$ cat src/rtl/pose_pkg.sv
package pose_pkg;

  // counter widths sized for a 720p raster
  localparam int HCOUNT_W = 11;
  localparam int VCOUNT_W = 10;

  // camera stream word as it arrives
  typedef struct packed {
    logic [4:0] red;
    logic [5:0] green;
    logic [4:0] blue;
  } rgb565_t;

  typedef struct packed {
    logic [7:0] red;
    logic [7:0] green;
    logic [7:0] blue;
  } rgb888_t;

  // cr and cb carry a +128 offset so zero chroma sits mid scale
  typedef struct packed {
    logic [7:0] y;
    logic [7:0] cr;
    logic [7:0] cb;
  } ycrcb_t;

  typedef struct packed {
    logic [HCOUNT_W-1:0] hcount;
    logic [VCOUNT_W-1:0] vcount;
    logic                hsync;
    logic                vsync;
    logic                active;    // inside the drawn area
    logic                new_frame; // single cycle at 0,0
  } timing_t;

  typedef enum logic [1:0] {
    MODE_CAMERA  = 2'b00,
    MODE_BLANK   = 2'b01,
    MODE_MASK    = 2'b10,
    MODE_OVERLAY = 2'b11
  } display_mode_e;

  typedef struct packed {
    logic [7:0]    y_cutoff;
    logic [7:0]    cr_cutoff;
    logic [7:0]    cb_cutoff;
    display_mode_e display_mode;
  } mask_cfg_t;

  localparam int CONVERT_LATENCY = 3; // stages inside rgb_to_ycrcb
  localparam int PIPE_DEPTH = 6;      // timing position to output colour

  localparam rgb565_t FILL_PIXEL = 16'h2277; // shown when the stream runs dry
  localparam rgb888_t OVERLAY_COLOUR = 24'hff00ff; // magenta over masked pixels

endpackage

$ cat src/rtl/chroma_threshold.sv
`timescale 1ns/1ps

module chroma_threshold (
  input  logic                clk_pixel,
  input  logic                sys_rst_pixel,
  input  pose_pkg::ycrcb_t    ycrcb_i,
  input  pose_pkg::mask_cfg_t cfg_i,
  output logic                mask_o
);

  logic y_pass;
  logic cr_pass;
  logic cb_pass;

  // each channel passes at or above its cutoff
  assign y_pass  = (ycrcb_i.y >= cfg_i.y_cutoff);
  assign cr_pass = (ycrcb_i.cr >= cfg_i.cr_cutoff);
  assign cb_pass = (ycrcb_i.cb >= cfg_i.cb_cutoff);

  always_ff @(posedge clk_pixel) begin
    if (sys_rst_pixel) begin
      mask_o <= 1'b0;
    end else begin
      mask_o <= y_pass && cr_pass && cb_pass; // all three must agree
    end
  end

endmodule

$ cat src/rtl/frame_pixel_source.sv
`timescale 1ns/1ps

module frame_pixel_source #(
  parameter int H_ACTIVE = 1280,
  parameter int V_ACTIVE = 720
) (
  input  logic              clk_pixel,
  input  logic              sys_rst_pixel,
  input  pose_pkg::timing_t timing_i,
  input  logic              pix_valid_i,
  input  pose_pkg::rgb565_t pix_data_i,
  input  logic              pix_last_i,
  output logic              pix_ready_o,
  output pose_pkg::rgb888_t pixel_o
);
  import pose_pkg::*;

  logic    last_pos;  // final active slot of the frame
  rgb565_t src_pixel;

  assign last_pos = (timing_i.hcount == HCOUNT_W'(H_ACTIVE - 1)) &&
                    (timing_i.vcount == VCOUNT_W'(V_ACTIVE - 1));

  // an end of frame word is held back until the raster reaches the last slot
  // otherwise one word is taken per active position
  assign pix_ready_o = pix_last_i ? last_pos : timing_i.active;

  // stream dry so show the fill colour instead
  assign src_pixel = pix_valid_i ? pix_data_i : FILL_PIXEL;

  // widen 565 to 888 with zero low bits
  always_ff @(posedge clk_pixel) begin
    pixel_o.red   <= {src_pixel.red, 3'b000};
    pixel_o.green <= {src_pixel.green, 2'b00};
    pixel_o.blue  <= {src_pixel.blue, 3'b000};
  end

  // the stream is only ever pulled inside the drawn area
  a_ready_in_active : assert property (
    @(posedge clk_pixel) disable iff (sys_rst_pixel)
    pix_ready_o |-> timing_i.active
  ) else $error("pix_ready_o high outside the active area");

endmodule

$ cat src/rtl/mask_config.sv
`timescale 1ns/1ps

module mask_config (
  input  logic                clk_pixel,
  input  logic                sys_rst_pixel,
  input  logic [15:0]         sw_i,
  output pose_pkg::mask_cfg_t cfg_o
);
  import pose_pkg::*;

  mask_cfg_t cfg_d;

  // switch fields scattered over the word
  always_comb begin
    cfg_d.cr_cutoff    = {sw_i[11:8], 4'b0000};
    cfg_d.cb_cutoff    = {sw_i[15:12], 4'b0000};
    cfg_d.y_cutoff     = {sw_i[7:6], sw_i[3:1], 3'b000}; // bit 0 not part of y
    cfg_d.display_mode = display_mode_e'(sw_i[5:4]);
  end

  always_ff @(posedge clk_pixel) begin
    if (sys_rst_pixel) begin
      cfg_o <= '0; // camera view with open cutoffs
    end else begin
      cfg_o <= cfg_d;
    end
  end

endmodule

$ cat src/rtl/pose_display_top.sv
`timescale 1ns/1ps

module pose_display_top #(
  parameter int H_ACTIVE = 1280,
  parameter int H_FRONT  = 110,
  parameter int H_SYNC   = 40,
  parameter int H_BACK   = 220,
  parameter int V_ACTIVE = 720,
  parameter int V_FRONT  = 5,
  parameter int V_SYNC   = 5,
  parameter int V_BACK   = 20
) (
  input  logic              clk_pixel,
  input  logic              sys_rst_pixel,
  input  logic              pix_valid_i,
  input  pose_pkg::rgb565_t pix_data_i,
  input  logic              pix_last_i,
  output logic              pix_ready_o,
  input  logic [15:0]       sw_i,
  output pose_pkg::rgb888_t rgb_o,
  output logic              hsync_o,
  output logic              vsync_o,
  output logic              active_o,
  output logic              new_frame_o
);
  import pose_pkg::*;

  timing_t   timing;      // raster position for the whole pipe
  mask_cfg_t cfg;         // cutoffs and view mode
  rgb888_t   cam_pixel;   // expanded camera colour
  ycrcb_t    cam_ycrcb;
  logic      mask;

  video_timing #(
    .H_ACTIVE (H_ACTIVE),
    .H_FRONT  (H_FRONT),
    .H_SYNC   (H_SYNC),
    .H_BACK   (H_BACK),
    .V_ACTIVE (V_ACTIVE),
    .V_FRONT  (V_FRONT),
    .V_SYNC   (V_SYNC),
    .V_BACK   (V_BACK)
  ) video_timing_i (
    .clk_pixel     (clk_pixel),
    .sys_rst_pixel (sys_rst_pixel),
    .timing_o      (timing)
  );

  frame_pixel_source #(
    .H_ACTIVE (H_ACTIVE),
    .V_ACTIVE (V_ACTIVE)
  ) frame_pixel_source_i (
    .clk_pixel     (clk_pixel),
    .sys_rst_pixel (sys_rst_pixel),
    .timing_i      (timing),
    .pix_valid_i   (pix_valid_i),
    .pix_data_i    (pix_data_i),
    .pix_last_i    (pix_last_i),
    .pix_ready_o   (pix_ready_o),
    .pixel_o       (cam_pixel)
  );

  rgb_to_ycrcb rgb_to_ycrcb_i (
    .clk_pixel (clk_pixel),
    .pixel_i   (cam_pixel),
    .ycrcb_o   (cam_ycrcb)
  );

  mask_config mask_config_i (
    .clk_pixel     (clk_pixel),
    .sys_rst_pixel (sys_rst_pixel),
    .sw_i          (sw_i),
    .cfg_o         (cfg)
  );

  chroma_threshold chroma_threshold_i (
    .clk_pixel     (clk_pixel),
    .sys_rst_pixel (sys_rst_pixel),
    .ycrcb_i       (cam_ycrcb),
    .cfg_i         (cfg),
    .mask_o        (mask)
  );

  video_mux video_mux_i (
    .clk_pixel     (clk_pixel),
    .sys_rst_pixel (sys_rst_pixel),
    .timing_i      (timing),
    .pixel_i       (cam_pixel),
    .mask_i        (mask),
    .cfg_i         (cfg),
    .rgb_o         (rgb_o),
    .hsync_o       (hsync_o),
    .vsync_o       (vsync_o),
    .active_o      (active_o),
    .new_frame_o   (new_frame_o)
  );

endmodule

$ cat src/rtl/rgb_to_ycrcb.sv
`timescale 1ns/1ps

module rgb_to_ycrcb (
  input  logic              clk_pixel,
  input  pose_pkg::rgb888_t pixel_i,
  output pose_pkg::ycrcb_t  ycrcb_o
);

  // bt.601 studio swing coefficients scaled by 1024
  localparam logic signed [19:0] K_Y_R  = 20'sd263;
  localparam logic signed [19:0] K_Y_G  = 20'sd516;
  localparam logic signed [19:0] K_Y_B  = 20'sd100;
  localparam logic signed [19:0] K_CR_R = 20'sd450;
  localparam logic signed [19:0] K_CR_G = -20'sd377;
  localparam logic signed [19:0] K_CR_B = -20'sd73;
  localparam logic signed [19:0] K_CB_R = -20'sd152;
  localparam logic signed [19:0] K_CB_G = -20'sd298;
  localparam logic signed [19:0] K_CB_B = 20'sd450;
  localparam logic [7:0] LUMA_OFFSET = 8'd16;

  logic signed [19:0] r_s, g_s, b_s;
  logic signed [19:0] prod_y_q  [3];
  logic signed [19:0] prod_cr_q [3];
  logic signed [19:0] prod_cb_q [3];
  logic signed [19:0] sum_y_q, sum_cr_q, sum_cb_q;

  // channels as positive signed operands
  assign r_s = $signed({12'd0, pixel_i.red});
  assign g_s = $signed({12'd0, pixel_i.green});
  assign b_s = $signed({12'd0, pixel_i.blue});

  // stage one products
  always_ff @(posedge clk_pixel) begin
    prod_y_q[0]  <= r_s * K_Y_R;
    prod_y_q[1]  <= g_s * K_Y_G;
    prod_y_q[2]  <= b_s * K_Y_B;
    prod_cr_q[0] <= r_s * K_CR_R;
    prod_cr_q[1] <= g_s * K_CR_G;
    prod_cr_q[2] <= b_s * K_CR_B;
    prod_cb_q[0] <= r_s * K_CB_R;
    prod_cb_q[1] <= g_s * K_CB_G;
    prod_cb_q[2] <= b_s * K_CB_B;
  end

  // stage two sums
  always_ff @(posedge clk_pixel) begin
    sum_y_q  <= prod_y_q[0] + prod_y_q[1] + prod_y_q[2];
    sum_cr_q <= prod_cr_q[0] + prod_cr_q[1] + prod_cr_q[2];
    sum_cb_q <= prod_cb_q[0] + prod_cb_q[1] + prod_cb_q[2];
  end

  // stage three drops the 1024 scale
  // flipping the sign bit maps signed chroma onto 0..255
  always_ff @(posedge clk_pixel) begin
    ycrcb_o.y  <= sum_y_q[17:10] + LUMA_OFFSET;  // luma tops out near 234
    ycrcb_o.cr <= {~sum_cr_q[17], sum_cr_q[16:10]};
    ycrcb_o.cb <= {~sum_cb_q[17], sum_cb_q[16:10]};
  end

endmodule

$ cat src/rtl/video_mux.sv
`timescale 1ns/1ps

module video_mux (
  input  logic                clk_pixel,
  input  logic                sys_rst_pixel,
  input  pose_pkg::timing_t   timing_i,
  input  pose_pkg::rgb888_t   pixel_i,
  input  logic                mask_i,
  input  pose_pkg::mask_cfg_t cfg_i,
  output pose_pkg::rgb888_t   rgb_o,
  output logic                hsync_o,
  output logic                vsync_o,
  output logic                active_o,
  output logic                new_frame_o
);
  import pose_pkg::*;

  // timing waits for the whole pipe minus this stage
  // colour arrives one cycle late and skips the converter and threshold
  localparam int TIMING_DELAY = PIPE_DEPTH - 1;
  localparam int PIXEL_DELAY  = CONVERT_LATENCY + 1;

  timing_t timing_dly_q [TIMING_DELAY];
  rgb888_t pixel_dly_q  [PIXEL_DELAY];
  timing_t timing_now;  // lined up with mask_i
  rgb888_t pixel_now;
  rgb888_t colour_d;

  assign timing_now = timing_dly_q[TIMING_DELAY-1];
  assign pixel_now  = pixel_dly_q[PIXEL_DELAY-1];

  always_ff @(posedge clk_pixel) begin
    if (sys_rst_pixel) begin
      for (int i = 0; i < TIMING_DELAY; i++) begin
        timing_dly_q[i] <= '0;
      end
    end else begin
      timing_dly_q[0] <= timing_i;
      for (int i = 1; i < TIMING_DELAY; i++) begin
        timing_dly_q[i] <= timing_dly_q[i-1];
      end
    end
  end

  always_ff @(posedge clk_pixel) begin
    pixel_dly_q[0] <= pixel_i;
    for (int i = 1; i < PIXEL_DELAY; i++) begin
      pixel_dly_q[i] <= pixel_dly_q[i-1];
    end
  end

  // mode select and blanking
  always_comb begin
    case (cfg_i.display_mode)
      MODE_CAMERA:  colour_d = pixel_now;
      MODE_BLANK:   colour_d = '0;
      MODE_MASK:    colour_d = mask_i ? 24'hffffff : 24'h000000;
      MODE_OVERLAY: colour_d = mask_i ? OVERLAY_COLOUR : pixel_now;
      default:      colour_d = '0;
    endcase
    if (!timing_now.active) begin
      colour_d = '0; // black in the porches and sync
    end
  end

  always_ff @(posedge clk_pixel) begin
    if (sys_rst_pixel) begin
      rgb_o       <= '0;
      hsync_o     <= 1'b0;
      vsync_o     <= 1'b0;
      active_o    <= 1'b0;
      new_frame_o <= 1'b0;
    end else begin
      rgb_o       <= colour_d;
      hsync_o     <= timing_now.hsync;
      vsync_o     <= timing_now.vsync;
      active_o    <= timing_now.active;
      new_frame_o <= timing_now.new_frame;
    end
  end

  // frame start still lands on a drawn pixel after the delay lines
  a_new_frame_active : assert property (
    @(posedge clk_pixel) disable iff (sys_rst_pixel)
    new_frame_o |-> active_o
  ) else $error("new_frame_o outside the active area");

endmodule

$ cat src/rtl/video_timing.sv
`timescale 1ns/1ps

module video_timing #(
  parameter int H_ACTIVE = 1280,
  parameter int H_FRONT  = 110,
  parameter int H_SYNC   = 40,
  parameter int H_BACK   = 220,
  parameter int V_ACTIVE = 720,
  parameter int V_FRONT  = 5,
  parameter int V_SYNC   = 5,
  parameter int V_BACK   = 20
) (
  input  logic              clk_pixel,
  input  logic              sys_rst_pixel,
  output pose_pkg::timing_t timing_o
);
  import pose_pkg::*;

  localparam int H_TOTAL = H_ACTIVE + H_FRONT + H_SYNC + H_BACK;
  localparam int V_TOTAL = V_ACTIVE + V_FRONT + V_SYNC + V_BACK;
  localparam int H_SYNC_START = H_ACTIVE + H_FRONT;
  localparam int V_SYNC_START = V_ACTIVE + V_FRONT;

  logic [HCOUNT_W-1:0] hcount_q;
  logic [VCOUNT_W-1:0] vcount_q;
  logic                line_end;
  logic                frame_end;

  assign line_end  = (hcount_q == HCOUNT_W'(H_TOTAL - 1));
  assign frame_end = (vcount_q == VCOUNT_W'(V_TOTAL - 1));

  // raster position counters
  always_ff @(posedge clk_pixel) begin
    if (sys_rst_pixel) begin
      hcount_q <= '0;
      vcount_q <= '0;
    end else if (line_end) begin
      hcount_q <= '0;
      vcount_q <= frame_end ? '0 : vcount_q + 1'b1; // wrap at bottom of frame
    end else begin
      hcount_q <= hcount_q + 1'b1;
    end
  end

  // flags decoded from the counters and registered alongside them
  always_ff @(posedge clk_pixel) begin
    if (sys_rst_pixel) begin
      timing_o <= '0; // nothing active until the first position
    end else begin
      timing_o.hcount <= hcount_q;
      timing_o.vcount <= vcount_q;
      timing_o.hsync  <= (hcount_q >= HCOUNT_W'(H_SYNC_START)) &&
                         (hcount_q < HCOUNT_W'(H_SYNC_START + H_SYNC));
      timing_o.vsync  <= (vcount_q >= VCOUNT_W'(V_SYNC_START)) &&
                         (vcount_q < VCOUNT_W'(V_SYNC_START + V_SYNC));
      timing_o.active <= (hcount_q < HCOUNT_W'(H_ACTIVE)) &&
                         (vcount_q < VCOUNT_W'(V_ACTIVE));
      timing_o.new_frame <= (hcount_q == '0) && (vcount_q == '0);
    end
  end

  // position never leaves the line
  a_hcount_in_line : assert property (
    @(posedge clk_pixel) disable iff (sys_rst_pixel)
    timing_o.hcount < HCOUNT_W'(H_TOTAL)
  ) else $error("hcount ran past the end of the line");

endmodule

$ cat config.mk
export PLATFORM = sky130hd
export DESIGN_NAME = pose_display_top
export DESIGN_NICKNAME = d
export VERILOG_FILES = /design/src/rtl/pose_pkg.sv /design/src/rtl/chroma_threshold.sv /design/src/rtl/frame_pixel_source.sv /design/src/rtl/mask_config.sv /design/src/rtl/pose_display_top.sv /design/src/rtl/rgb_to_ycrcb.sv /design/src/rtl/video_mux.sv /design/src/rtl/video_timing.sv
export SDC_FILE = /design/constraint.sdc
export NUM_CORES = 1
export LEC_CHECK = 0
export BUFFER_PORTS_ARGS = -buffer_cell sky130_fd_sc_hd__buf_4
export CAP_MARGIN = 20
export CORE_MARGIN = 4
export CORE_UTILIZATION = 45
export CTS_CLUSTER_DIAMETER = 60
export DETAILED_ROUTE_END_ITERATION = 10
export HOLD_SLACK_MARGIN = 0.15
export PLACE_DENSITY = 0.74
export SLEW_MARGIN = 20
export SYNTH_ARGS = -nofsm -noshare
export SYNTH_HDL_FRONTEND = slang
export SYNTH_SLANG_ARGS = --single-unit
$ cat constraint.sdc
create_clock -name clk_pixel -period 3.7 [get_ports clk_pixel]
set_input_delay 0.74 -clock clk_pixel [delete_from_list [all_inputs] [get_ports clk_pixel]]
set_output_delay 0.74 -clock clk_pixel [all_outputs]
set_load 0.02 [all_outputs]
# Word-level counts from Yosys, hierarchy flattened
# Memories as Yosys holds them, arrays and structs flattened.
# Cells that the tools add are included.
# Widths: inputs -> output; s select.
[totals]
reg_bits = 195
ram_bits = 371
in_bits = 36
elab_cells = 104
memories = 5
[classes]
n_addsub = 9
mul = 9
n_lt_le_gt_ge = 9
eq_ne = 7
n_mux = 13
n_bitwise = 8
n_reduce_logical = 12
[memory_table]
columns = ["name", "words", "word_bits", "read_ports", "rd_clocked_by_memory_dff", "write_ports", "line_no", "text"]
rows = [
  ["video_mux_i.timing_dly_q", 5, 25, 5, 0, 5, "video_mux.sv:23", "timing_t timing_dly_q [TIMING_DELAY];"],
  ["video_mux_i.pixel_dly_q", 4, 24, 4, 0, 4, "video_mux.sv:24", "rgb888_t pixel_dly_q [PIXEL_DELAY];"],
  ["rgb_to_ycrcb_i.prod_cr_q", 3, 18, 3, 0, 3, "rgb_to_ycrcb.sv:23", "logic signed [19:0] prod_cr_q [3];"],
  ["rgb_to_ycrcb_i.prod_cb_q", 3, 17, 3, 0, 3, "rgb_to_ycrcb.sv:24", "logic signed [19:0] prod_cb_q [3];"],
  ["rgb_to_ycrcb_i.prod_y_q", 3, 15, 3, 0, 3, "rgb_to_ycrcb.sv:22", "logic signed [19:0] prod_y_q [3];"],
]
[ops]
columns = ["operator", "n"]
rows = [
  ["$mux 25", 5],
  ["$add 18x18->18", 6],
  ["$pmux 24 s4", 1],
  ["$mux 24", 2],
  ["$mul 6x8->14 const B", 2],
  ["$mul 5x8->13 const B", 2],
  ["$ge 8x8->1", 3],
  ["$eq 11x11->1 const B", 2],
  ["$lt 11x11->1 const B", 2],
  ["$eq 10x10->1 const B", 2],
  ["$lt 10x10->1 const B", 2],
  ["$mul 7x10->17 const B", 1],
  ["$mul 7x9->16 const B", 1],
  ["$mul 5x9->14 const B", 1],
  ["$mul 6x6->12 const B", 1],
  ["$add 11x1->11 const B", 1],
  ["$ge 11x11->1 const B", 1],
  ["$logic_not 11->1", 1],
  ["$add 10x1->10 const B", 1],
  ["$ge 10x10->1 const B", 1],
  ["$logic_not 10->1", 1],
  ["$mul 5x5->10 const B", 1],
  ["$mux 10", 1],
  ["$add 8x5->8 const B", 1],
  ["other kinds (8)", 25],
]

# Longest topological paths before layout
[depth]
word_depth = 3
mapped_depth = 17

# By module
# Synthesis repeated with hierarchy kept, for this count alone.
[unflattened]
hier_cells = 1962
area_unflattened_um2 = 21936.0
[by_module_without_submodules]
columns = ["mod", "instances", "cells_per_inst", "area_per_inst_um2", "seq_area_each_um2"]
rows = [
  ["rgb_to_ycrcb", 1, 1356, 14816.7, 3643.5],
  ["video_mux", 1, 232, 3547.2, 2882.8],
  ["video_timing", 1, 201, 1876.8, 920.9],
  ["chroma_threshold", 1, 79, 601.8, 20.0],
  ["frame_pixel_source", 1, 51, 574.3, 320.3],
  ["mask_config", 1, 43, 519.2, 300.3],
]

# Least setup slack after synthesis
# OpenSTA, ideal clock, no wires.
[synth_path]
path_type = "reg-to-reg"
start = "register frame_pixel_source_i.pixel_o[12] in the netlist's numbering"
end = "memory rgb_to_ycrcb_i.prod_cr_q[0][32] in the netlist's numbering"
setup_time_ns = 0.072
t_arrival_ns = 3.434
setup_slack_ns = 0.194
path_stages_with_launch = 14
period_less_slack_ns = 3.506
path_cell_list = "dfxtp_1 > fa_1 > ha_1 > inv_1 > fa_1 > inv_1 > fa_1 > ha_1 > buf_1 > a41o_1 > a21oi_1 > o21ai_0 > a21oi_1 > xnor2_1"
[synth_lines]
columns = ["element", "line_no", "text"]
rows = [
  ["from (decl)", "frame_pixel_source.sv:14", "output pose_pkg::rgb888_t pixel_o"],
  ["to (decl)", "rgb_to_ycrcb.sv:23", ""],
]

==> results_dict.tcl <==
set metrics [dict create \
    status "finished, final reports clean" \
    clk_latency_ns 0.52 \
    leak_nw 7.89 \
    grt.overflow.total 0 \
    ioPinCount 65 \
    detail_route.first_pass.iterations 4 \
    first_iter_violations 456 \
    worst_ep_arrival_time_ns 3.91 \
    gr-usage-all-layers_pct 15.5 \
    number_of_instances_in_the_synthesized_netlist 1329 \
    placement.io_buffers 63 \
    rsz0062_at_grt "false" \
    clock_tree.root_cell "sky130_fd_sc_hd__clkbuf_16" \
    power-per-cell-area_mw_per_mm2 763 \
    instances_no_fill 1891 \
    worst_setup_hold_path_clk_slew_ns 0.06 \
    design.die.area_mm2 0.0358 \
    clock_sinks 308 \
    cap_viol_max_count 0 \
    max_slew.worst_pin.slew_ns 0.670 \
    place_inst 1831 \
    dieWidth_um 189 \
    flop_and_latch_count_out_of_synthesis 308 \
    final_net_count 1764 \
    number_of_antenna_violations_at_the_first_check_in_global_routing 0 \
    core_area_mm2 0.0325 \
    syn-cell-area_mm2 0.0148 \
    ys_warn_count 0 \
    min_period_over_period_pct 94.8 \
    critPathRequiredTime_ns 4.10 \
    post_synth.cell_area_avg_um2 11.1 \
    route.final.wire_length_um 27100 \
    critPathMaxFanout 6 \
    via_per_inst 4.87 \
    postSynthNetCount 1667 \
    fraction_of_registers_with_async_set_or_reset_after_synthesis_pct 0 \
    antenna-diode-count 0 \
    final_design_utilization_pct 52.4 \
    final_weighted_congestion_in_routability_driven_placement 0.875 \
    cts-htree-levels 2 \
    design_power_total_w 0.0130 \
    antenna_left 0 \
    grt_max_degree 69 \
    die_ht_um 189 \
    setup.worst_path.class "reg2reg" \
    setup.worst_path.start_class "flip-flop" \
    routed_wire_length_per_instance_um 14.3 \
    final_setup_violation_count 0 \
    area_growth_pct 15.2 \
    layout_min_cycle_time_ns 3.51 \
    global_route_wire_length_before_repair_um 45100 \
    post-cts-setup-buffer-count 0 \
    cts_max_path_buffers 3 \
    final_layout_size_suffix_gt1_share_pct 11.0 \
    timing.slew.headroom_pct 55.3 \
    endpoint_kind "flip-flop" \
    place.detailed.hpwl_um 21300 \
    finalMaxSlewViolations 0 \
    num_rows 66 \
    synth_enable_flop_cells 0 \
    clock_skew_ns 0.0145 \
    yosysSeqAreaShare_pct 41.8 \
    floorplan.initialDensity_pct 45.5 \
    clock.fmax_ghz 0.285 \
    cts-buffers-inserted 35 \
    highest_ir_drop_seen_on_vdd_uv 443 \
    vias 9218 \
    number_of_hold_violations_in_the_final_report 0 \
    cts_hold_repair.buffers 0 \
    synthDistinctLibCells 60 \
    main_synth_ff_type "sky130_fd_sc_hd__dfxtp_1" \
    first_global_vias 9373 \
    drc_errors_left 0 \
    tritoncts "done" \
    timing.hold.worst.class "reg2reg" \
]
## per-stage QoR
step | setup TNS, ns | instance area, µm² | hold slack (ns) | worst slack [ns]
floorplan | 0 | 14800 | 0.310 | 0.194
global placement | 0 | 15800 | 0.311 | 0.0727
detailed placement | -0.00769 | 15800 | 0.312 | -0.00769
CTS | 0 | 17000 | 0.324 | 0.0504
global route | 0 | 17000 | 0.327 | 0.00475
finish | 0 | 17000 | 0.320 | 0.192
## placed cells by master, fill, tap and decap left out, types with 32 or more instances in the layout
| cell type | instances |
|---|---|
| sky130_fd_sc_hd__a21oi_1 | 75 |
| sky130_fd_sc_hd__nor2_1 | 61 |
| sky130_fd_sc_hd__clkbuf_16 | 35 |
| sky130_fd_sc_hd__fa_1 | 81 |
| sky130_fd_sc_hd__buf_4 | 86 |
| sky130_fd_sc_hd__xor2_1 | 38 |
| sky130_fd_sc_hd__inv_1 | 128 |
| sky130_fd_sc_hd__a21o_1 | 32 |
| sky130_fd_sc_hd__ha_1 | 220 |
| sky130_fd_sc_hd__nor2b_1 | 59 |
| sky130_fd_sc_hd__xnor2_1 | 69 |
| sky130_fd_sc_hd__dfxtp_1 | 305 |
| sky130_fd_sc_hd__nand2_1 | 42 |
## logic make-up after synthesis
| kind of cell | after synthesis | share of synthesized area, % |
|---|---|---|
| AOI/OAI and AO/OA | 194 | 8.36 |
| xor gates and xnor gates | 107 | 6.35 |
| adders and majority gates | 302 | 29.8 |
| buffers and inverters | 154 | 4.14 |
| DFF | 308 | 41.8 |
| and+or+nand+nor | 264 | 9.63 |
## worst max-delay path, cell delays in order (launching register included)
cell and delay (ns):
sky130_fd_sc_hd__dfxtp_4 0.37, sky130_fd_sc_hd__ha_1 0.36, sky130_fd_sc_hd__ha_1 0.22, sky130_fd_sc_hd__or2_2 0.30
sky130_fd_sc_hd__fa_1 0.39, sky130_fd_sc_hd__fa_1 0.46, sky130_fd_sc_hd__ha_1 0.33, sky130_fd_sc_hd__o21ai_0 0.11
sky130_fd_sc_hd__buf_4 0.16, sky130_fd_sc_hd__a21oi_1 0.17, sky130_fd_sc_hd__nand2_1 0.12, sky130_fd_sc_hd__o21ai_0 0.18
sky130_fd_sc_hd__a21oi_1 0.10, sky130_fd_sc_hd__xnor2_1 0.13
## final timing paths
path	cells after the start	to	from	slack, ns
min reg2reg	0	rgb_to_ycrcb_i.ycrcb_o[5]	rgb_to_ycrcb_i.sum_cb_q[15]	0.32
min	0	rgb_to_ycrcb_i.ycrcb_o[5]	rgb_to_ycrcb_i.sum_cb_q[15]	0.32
max reg2reg	13	rgb_to_ycrcb_i.prod_cb_q[0][31]	frame_pixel_source_i.pixel_o[13]	0.19
max	13	rgb_to_ycrcb_i.prod_cb_q[0][31]	frame_pixel_source_i.pixel_o[13]	0.19
## registers in the layout, indices dropped and copies added, names as in the netlist, 8 cells and up
signal,flops
rgb_to_ycrcb_i.prod_cb_q,39
video_mux_i.timing_dly_q,20
rgb_to_ycrcb_i.ycrcb_o,24
video_mux_i.rgb_o,18
rgb_to_ycrcb_i.prod_y_q,25
video_mux_i.pixel_dly_q,48
video_timing_i.hcount_q,11
rgb_to_ycrcb_i.sum_cr_q,8
rgb_to_ycrcb_i.sum_y_q,9
rgb_to_ycrcb_i.prod_cr_q,26
frame_pixel_source_i.pixel_o,16
rgb_to_ycrcb_i.sum_cb_q,9
video_timing_i.vcount_q,10
video_timing_i.timing_o,25
mask_config_i.cfg_o,15
## repair_timing
| action | 4_1_cts | 5_1_grt |
|---|---|---|
| gates resized for setup | 1 | 6 |
| endpoints found under the setup margin | 1 | 5 |
| gates cloned | 0 | 0 |
## cell usage after synthesis (18+ instances only)
cell | n | share of area (%)
sky130_fd_sc_hd__inv_1 | 128 | 3.3
sky130_fd_sc_hd__nor2_1 | 61 | 1.6
sky130_fd_sc_hd__a21oi_1 | 75 | 2.5
sky130_fd_sc_hd__nor2b_1 | 59 | 2.5
sky130_fd_sc_hd__ha_1 | 220 | 19
sky130_fd_sc_hd__fa_1 | 82 | 11
sky130_fd_sc_hd__a21o_1 | 32 | 1.6
sky130_fd_sc_hd__dfxtp_1 | 308 | 42
sky130_fd_sc_hd__xnor2_1 | 69 | 4.1
sky130_fd_sc_hd__o21ai_0 | 25 | 0.85
sky130_fd_sc_hd__xor2_1 | 38 | 2.3
sky130_fd_sc_hd__nand2_1 | 42 | 1.1
sky130_fd_sc_hd__nand2b_1 | 18 | 0.76
## power breakdown
| group | internal (W) | switching [W] | total [W] |
|---|---|---|---|
| clock | 0.00201 | 0.00135 | 0.00336 |
| combinational | 0.00245 | 0.00269 | 0.00515 |
| sequential | 0.00409 | 0.000378 | 0.00446 |
## layer usage
metal / GRT usage (%) / share of wire, %
met3: 3.56 / 5.2
met5: 0 / 0
met4: 4.82 / 2.2
met2: 26.6 / 47
met1: 19.5 / 45
## layout make-up
type / instances / area, µm²
fillers: 2804 / 15500
multi-input cells: 867 / 8000
flip-flops and latches: 308 / 6170
clock buffers: 45 / 963
repair buffers: 86 / 646
well taps: 442 / 553
inverters: 128 / 480
clock inverters: 15 / 186
No activity file was read; power rests on OpenSTA's default activity.
